### src/hw/icache_pkg.sv
`default_nettype none

package icache_pkg;

    // geometry of the fetch path
    localparam int word_w      = 16;
    localparam int tag_w       = 12;
    localparam int index_w     = 2;
    localparam int offset_w    = 2;
    localparam int num_sets    = 4;
    localparam int block_words = 4;

    // hit and miss tallies
    localparam int count_w = 16;

    // controller state codes
    localparam int          state_w       = 2;
    localparam logic [1:0]  st_idle       = 2'd0;
    localparam logic [1:0]  st_lookup     = 2'd1;
    localparam logic [1:0]  st_refill     = 2'd2;
    localparam logic [1:0]  st_refill_gap = 2'd3;

    // word address split, tag in the high bits
    typedef struct packed {
        logic [tag_w-1:0]    tag;
        logic [index_w-1:0]  index;
        logic [offset_w-1:0] offset;
    } fetch_fields_t;

    typedef union packed {
        logic [word_w-1:0] raw;
        fetch_fields_t     f;
    } fetch_addr_u;

endpackage

`default_nettype wire

### src/hw/icache_counters.sv
`default_nettype none

module icache_counters (
    input  logic                          clk,
    input  logic                          reset_n,
    input  logic                          beat_clear,
    input  logic                          beat_inc,
    input  logic                          hit_event,
    input  logic                          miss_event,
    output logic [icache_pkg::offset_w-1:0] beat,
    output logic                          last_beat,
    output logic [icache_pkg::count_w-1:0]  hit_count,
    output logic [icache_pkg::count_w-1:0]  miss_count
);
    import icache_pkg::*;

    // refill beat, wraps back to zero after the last word
    always_ff @(posedge clk) begin
        if (reset_n) begin
            beat <= '0;
        end else if (beat_clear) begin
            beat <= '0;
        end else if (beat_inc) begin
            beat <= beat + 1'b1;
        end
    end

    assign last_beat = (beat == offset_w'(block_words - 1));

    // tallies saturate at all ones
    always_ff @(posedge clk) begin
        if (reset_n) begin
            hit_count <= '0;
        end else if (hit_event && (hit_count != {count_w{1'b1}})) begin
            hit_count <= hit_count + 1'b1;
        end
    end

    always_ff @(posedge clk) begin
        if (reset_n) begin
            miss_count <= '0;
        end else if (miss_event && (miss_count != {count_w{1'b1}})) begin
            miss_count <= miss_count + 1'b1;
        end
    end

endmodule

`default_nettype wire

### src/hw/icache_ctrl.sv
`default_nettype none

module icache_ctrl (
    input  logic clk,
    input  logic reset_n,
    input  logic cpu_cyc,
    input  logic cpu_stb,
    input  logic hit,
    input  logic mem_ack,
    input  logic last_beat,
    output logic accept,
    output logic cpu_ack,
    output logic mem_cyc,
    output logic mem_stb,
    output logic beat_clear,
    output logic beat_inc,
    output logic hit_event,
    output logic miss_event,
    output logic tag_write,
    output logic word_write
);
    import icache_pkg::*;

    logic [state_w-1:0] state;
    logic [state_w-1:0] state_next;

    // lookup entered from a refill answers the miss, so its hit is not tallied
    logic refilled;

    always_ff @(posedge clk) begin
        if (reset_n) begin
            state    <= st_idle;
            refilled <= 1'b0;
        end else begin
            state <= state_next;
            if (tag_write) begin
                refilled <= 1'b1;
            end else if (state == st_lookup) begin
                refilled <= 1'b0;
            end
        end
    end

    always_comb begin
        state_next = state;
        accept     = 1'b0;
        cpu_ack    = 1'b0;
        mem_cyc    = 1'b0;
        mem_stb    = 1'b0;
        beat_clear = 1'b0;
        beat_inc   = 1'b0;
        hit_event  = 1'b0;
        miss_event = 1'b0;
        tag_write  = 1'b0;
        word_write = 1'b0;

        case (state)
            st_idle: begin
                if (cpu_cyc && cpu_stb) begin
                    accept     = 1'b1;
                    state_next = st_lookup;
                end
            end
            st_lookup: begin
                // held address is valid here, tag store answers in this cycle
                if (hit) begin
                    cpu_ack    = 1'b1;
                    hit_event  = !refilled;
                    state_next = st_idle;
                end else begin
                    miss_event = 1'b1;
                    beat_clear = 1'b1;
                    state_next = st_refill;
                end
            end
            st_refill: begin
                mem_cyc = 1'b1;
                mem_stb = 1'b1;
                if (mem_ack) begin
                    word_write = 1'b1;
                    beat_inc   = 1'b1;
                    if (last_beat) begin
                        tag_write  = 1'b1;
                        state_next = st_lookup;
                    end else begin
                        state_next = st_refill_gap;
                    end
                end
            end
            st_refill_gap: begin
                // cyc stays up, stb drops for one cycle between beats
                mem_cyc    = 1'b1;
                state_next = st_refill;
            end
            default: begin
                state_next = st_idle;
            end
        endcase
    end

    // memory may only ack a live strobe, a stray ack would write a wrong word
    a_ack_on_stb: assert property (
        @(posedge clk) disable iff (reset_n)
        mem_ack |-> mem_stb
    );

    // the fetch master must hold its request until the ack
    a_ack_in_request: assert property (
        @(posedge clk) disable iff (reset_n)
        cpu_ack |-> (cpu_cyc && cpu_stb)
    );

endmodule

`default_nettype wire

### src/hw/icache_data_store.sv
`default_nettype none

module icache_data_store (
    input  logic                            clk,
    input  logic [icache_pkg::index_w-1:0]  index,
    input  logic [icache_pkg::offset_w-1:0] offset,
    input  logic [icache_pkg::offset_w-1:0] beat,
    input  logic                            word_write,
    input  logic [icache_pkg::word_w-1:0]   wdata,
    output logic [icache_pkg::word_w-1:0]   rdata
);
    import icache_pkg::*;

    logic [word_w-1:0] words [num_sets][block_words];

    // refill fills one word per beat at the held set
    always_ff @(posedge clk) begin
        if (word_write) begin
            words[index][beat] <= wdata;
        end
    end

    assign rdata = words[index][offset];

    // back to back writes would have to land on one beat, the counter advances per ack
    a_beat_steady: assert property (
        @(posedge clk)
        word_write ##1 word_write |-> $stable(beat)
    );

endmodule

`default_nettype wire

### src/hw/icache_tag_store.sv
`default_nettype none

module icache_tag_store (
    input  logic                           clk,
    input  logic                           reset_n,
    input  logic [icache_pkg::index_w-1:0] index,
    input  logic [icache_pkg::tag_w-1:0]   tag,
    input  logic                           tag_write,
    output logic                           hit
);
    import icache_pkg::*;

    logic [num_sets-1:0] valid;
    logic [tag_w-1:0]    tags [num_sets];

    // valid bits are the only state that reset touches
    always_ff @(posedge clk) begin
        if (reset_n) begin
            valid <= '0;
        end else if (tag_write) begin
            valid[index] <= 1'b1;
        end
    end

    always_ff @(posedge clk) begin
        if (tag_write) begin
            tags[index] <= tag;
        end
    end

    // combinational compare against the held fetch address
    assign hit = valid[index] && (tags[index] == tag);

endmodule

`default_nettype wire

### src/hw/icache_top.sv
`default_nettype none

module icache_top (
    input  logic                           clk,
    input  logic                           reset_n,
    input  logic                           cpu_cyc,
    input  logic                           cpu_stb,
    input  logic [icache_pkg::word_w-1:0]  cpu_adr,
    output logic                           cpu_ack,
    output logic [icache_pkg::word_w-1:0]  cpu_dat,
    output logic                           mem_cyc,
    output logic                           mem_stb,
    output logic [icache_pkg::word_w-1:0]  mem_adr,
    input  logic                           mem_ack,
    input  logic [icache_pkg::word_w-1:0]  mem_dat,
    output logic [icache_pkg::count_w-1:0] hit_count,
    output logic [icache_pkg::count_w-1:0] miss_count
);
    import icache_pkg::*;

    logic                accept;
    logic                hit;
    logic                beat_clear;
    logic                beat_inc;
    logic                hit_event;
    logic                miss_event;
    logic                tag_write;
    logic                word_write;
    logic                last_beat;
    logic [offset_w-1:0] beat;

    fetch_addr_u held_addr;
    fetch_addr_u refill_addr;

    // fetch address is captured once per request
    always_ff @(posedge clk) begin
        if (accept) begin
            held_addr.raw <= cpu_adr;
        end
    end

    // block aligned refill, beats in offset order
    always_comb begin
        refill_addr.f.tag    = held_addr.f.tag;
        refill_addr.f.index  = held_addr.f.index;
        refill_addr.f.offset = beat;
    end

    assign mem_adr = refill_addr.raw;

    icache_ctrl i_ctrl (
        .clk        (clk),
        .reset_n    (reset_n),
        .cpu_cyc    (cpu_cyc),
        .cpu_stb    (cpu_stb),
        .hit        (hit),
        .mem_ack    (mem_ack),
        .last_beat  (last_beat),
        .accept     (accept),
        .cpu_ack    (cpu_ack),
        .mem_cyc    (mem_cyc),
        .mem_stb    (mem_stb),
        .beat_clear (beat_clear),
        .beat_inc   (beat_inc),
        .hit_event  (hit_event),
        .miss_event (miss_event),
        .tag_write  (tag_write),
        .word_write (word_write)
    );

    icache_counters i_counters (
        .clk        (clk),
        .reset_n    (reset_n),
        .beat_clear (beat_clear),
        .beat_inc   (beat_inc),
        .hit_event  (hit_event),
        .miss_event (miss_event),
        .beat       (beat),
        .last_beat  (last_beat),
        .hit_count  (hit_count),
        .miss_count (miss_count)
    );

    icache_tag_store i_tag_store (
        .clk       (clk),
        .reset_n   (reset_n),
        .index     (held_addr.f.index),
        .tag       (held_addr.f.tag),
        .tag_write (tag_write),
        .hit       (hit)
    );

    icache_data_store i_data_store (
        .clk        (clk),
        .index      (held_addr.f.index),
        .offset     (held_addr.f.offset),
        .beat       (beat),
        .word_write (word_write),
        .wdata      (mem_dat),
        .rdata      (cpu_dat)
    );

endmodule

`default_nettype wire

### config.mk
export PLATFORM = sky130hd
export DESIGN_NAME = icache_top
export DESIGN_NICKNAME = d
export VERILOG_FILES = /design/src/hw/icache_pkg.sv /design/src/hw/icache_counters.sv /design/src/hw/icache_ctrl.sv /design/src/hw/icache_data_store.sv /design/src/hw/icache_tag_store.sv /design/src/hw/icache_top.sv
export SDC_FILE = /design/constraint.sdc
export NUM_CORES = 1
export LEC_CHECK = 0
export BUFFER_PORTS_ARGS = -buffer_cell sky130_fd_sc_hd__buf_2
export CAP_MARGIN = 20
export CORE_ASPECT_RATIO = 0.75
export CORE_UTILIZATION = 32
export CTS_CLUSTER_SIZE = 40
export DETAILED_ROUTE_END_ITERATION = 10
export PLACE_DENSITY_LB_ADDON = 0.3
export SLEW_MARGIN = 20
export SYNTH_ARGS = -nofsm -noshare
export SYNTH_HDL_FRONTEND = slang
export SYNTH_SLANG_ARGS = --single-unit
### constraint.sdc
create_clock -name clk -period 3.6 [get_ports clk]
set_input_delay 0.54 -clock clk [delete_from_list [all_inputs] [get_ports clk]]
set_output_delay 0.54 -clock clk [all_outputs]
set_load 0.01 [all_outputs]
==> key figures <==
Outcome
  – Status: finished with violations
  – Failing checks: design-rule violations

Clock tree
  – Clock sink total: 363
  – CTS Buf Count: 39
  – Post-CTS Setup Inserts: 0
  – CTS H-Tree Depth: 2
  – Worst skew pair latency: 550 ps
  – Clk root buf: clkbuf_16
  – Clock Pin Slew Worst Setup and Hold Paths: 60 ps
  – CTS resizes: 0
  – CTS tree: done
  – Hold_buf cts: 0
  – Clock Tree Buf Depth: 3

Critical path
  – CP arrival: 2840 ps
  – CP Class: register to primary output
  – Crit-path max FO: 64
  – Required time worst endpoint: 3060 ps
  – CP Capture Type: primary output
  – Worst setup SP type: register

Synthesis
  – Unique cell type count in the Yosys netlist: 44
  – Ys Warns: 0
  – Yosys top cell area share: 66.8%
  – Leading post-synthesis cells by cell area: edfxtp_1, mux4_2, dfxtp_1, nor2_1, xnor2_1
  – Cell count after synthesis: 763
  – Mapped Avg Cell Area: 18.8 sq um
  – Ys flop type: edfxtp_1
  – Yosys reg bits: 363
  – Post-synthesis cell area: 14400 sq um
  – Post-synth EDFFs: 320
  – Post-synth ARST share: 0%
  – Most frequent cells after synthesis: edfxtp_1, mux4_2, dfxtp_1, nor2_1
  – Most frequent cell after synthesis: edfxtp_1
  – Mapped Nets: 806
  – Register area share after synthesis: 72.8%
  – Post-synth top area cell: edfxtp_1

Floorplanning
  – I/O pin cnt: 104
  – Full die area: 45800 sq um
  – Horiz. Die Dim: 247 um
  – Starting Density: 32.8%
  – Height of the die: 186 um
  – Row count: 66
  – Core ar.: 43800 sq um

Cells and area
  – Area Growth Syn to Fin: 17.9%
  – Fraction of layout instances using a drive strength above 1: 33.7%
  – Fin nets: 929
  – Finished Layout Cells: 1495

Routing
  – Vias: 7372
  – Avg WL per Cell: 21.1 um
  – Number of remaining DRC errors: 16
  – WL final: 31.6 mm
  – Pre-Repair DR Iteration Count: 7
  – Starting DRT DRC Count: 623
  – Vias/cell: 4.93
  – Antenna viol nets, final: 0

Placed design
  – Post-Place Cells: 1423
  – Final Wtd Congestion: 0.734
  – HPWL Detailed: 18.6 mm
  – I/O Buffers: 103

Timing
  – Fin Setup TNS: 0 ps
  – Unrepaired setup endpoints after global routing: no
  – Max frequency: 0.296 GHz
  – Rel. slew slack: 44.2%
  – Tmin final: 3380 ps
  – Fin. Hold Viols: 0
  – Final critical-path share of the clock period: 93.8%
  – Worst Skew: 15.9 ps
  – Final setup vio count: 0
  – Slew Limit Fails: 0
  – Least-Margin Pin Slew: 837 ps

Power and ir drop
  – Max VDD drop: 242 uV
  – Pwr dens: 532 nW/um^2
  – Total Power: 9.01 mW
  – Leakage: 5.53 nW

GRT
  – First-pass GRT wire length: 47.4 mm
  – Remaining global-route overflow: 0
  – Antenna violations before repair: 1
  – Vias in the first global route: 7375
  – Total GRT Usage: 14.1%
  – Largest net degree at the start of global routing: 65

Run
  – Max-cap viol count: 0

Worst hold path
  – Hold crit path type: input pin to register
## placed cells by master, fill, tap and decap left out, drive strengths merged, types with 10 or more instances in the layout
master  instances
buf           136
or3            16
a21oi          22
o21ai          13
dfxtp          43
clkbuf         46
clkinv         16
nor2           36
nor2b          11
nand3          15
nand2          22
or4            10
edfxtp        320
xnor2          13
mux4           91
mux2           11
nand4          12
nor3           16
## cell families (layout without fill, tap and decap cells)
family,Yosys count,after routing,synth area share [%]
DFF,363,363,72.8
buffers and inverters,58,210,1.96
muxes,108,108,15.5
adders and majority gates,6,6,0.522
other,0,2,0
AOI/OAI and AO/OA,50,50,2.24
xor gates and xnor gates,15,15,0.914
and+or+nand+nor,163,163,6.03
## layout make-up
type,count,area (sq um)
well taps,578,723
diodes,2,5.00
clock buffers,46,1000
flip-flops and latches,363,10500
inverters,4,15.0
clock inverters,24,251
repair buffers,136,788
fillers,3941,26900
multi-input cells,342,3690
## critical path, cell delays in order (launching register included)
cell and delay, ps:
dfxtp_4 500, buf_12 480, mux4_2 580, mux4_2 540, buf_2 170
## metrics by stage
| stage | utilization, % | area (sq um) | hold WS, ps | setup WS [ps] |
|---|---|---|---|---|
| floorplan | - | 14400 | 435 | 451 |
| global placement | 35.8 | 15700 | 445 | 476 |
| detailed placement | 35.8 | 15700 | 459 | 411 |
| CTS | 38.6 | 16900 | 144 | 129 |
| global route | 38.6 | 16900 | 143 | 26.3 |
| finish | 38.7 | 17000 | 175 | 222 |
## sequential cells by signal (all words and copies together) (netlist names), named ones only
signal / flops
i_data_store.words: 256
i_tag_store.tags: 48
held_addr: 16
i_counters.hit_count: 16
i_counters.miss_count: 16
i_tag_store.valid: 4
i_counters.beat: 2
i_ctrl.state: 2
i_ctrl.refilled: 1
## power breakdown
part	internal (mW)	total [mW]	switching [mW]
clock network	2.30	3.94	1.63
registers	4.60	4.63	0.0318
logic	0.213	0.449	0.236
## routing by layer
layer	track usage [%]	share of wire [%]	vias up	routed length, um
met1	19.9	46	3845	14700
met2	22.4	47	145	15000
met3	2.45	4.3	46	1370
met4	3.83	1.8	2	555
met5	0	0.041	-	13
li1	-	-	3334	-
## worst paths after layout
| path | from | end | slack (ps) | cells past startpoint |
|---|---|---|---|---|
| worst max-delay path | register | cpu_dat[13] | 220 | 4 |
| worst min-delay path | cpu_adr[5] | held_addr[5] | 170 | 1 |
| worst max register to register | register | i_counters.hit_count[0] | 400 | 6 |
| worst min register to register | i_tag_store.valid[1] | i_tag_store.valid[1] | 470 | 2 |
Power figures use the tool's default switching activity.
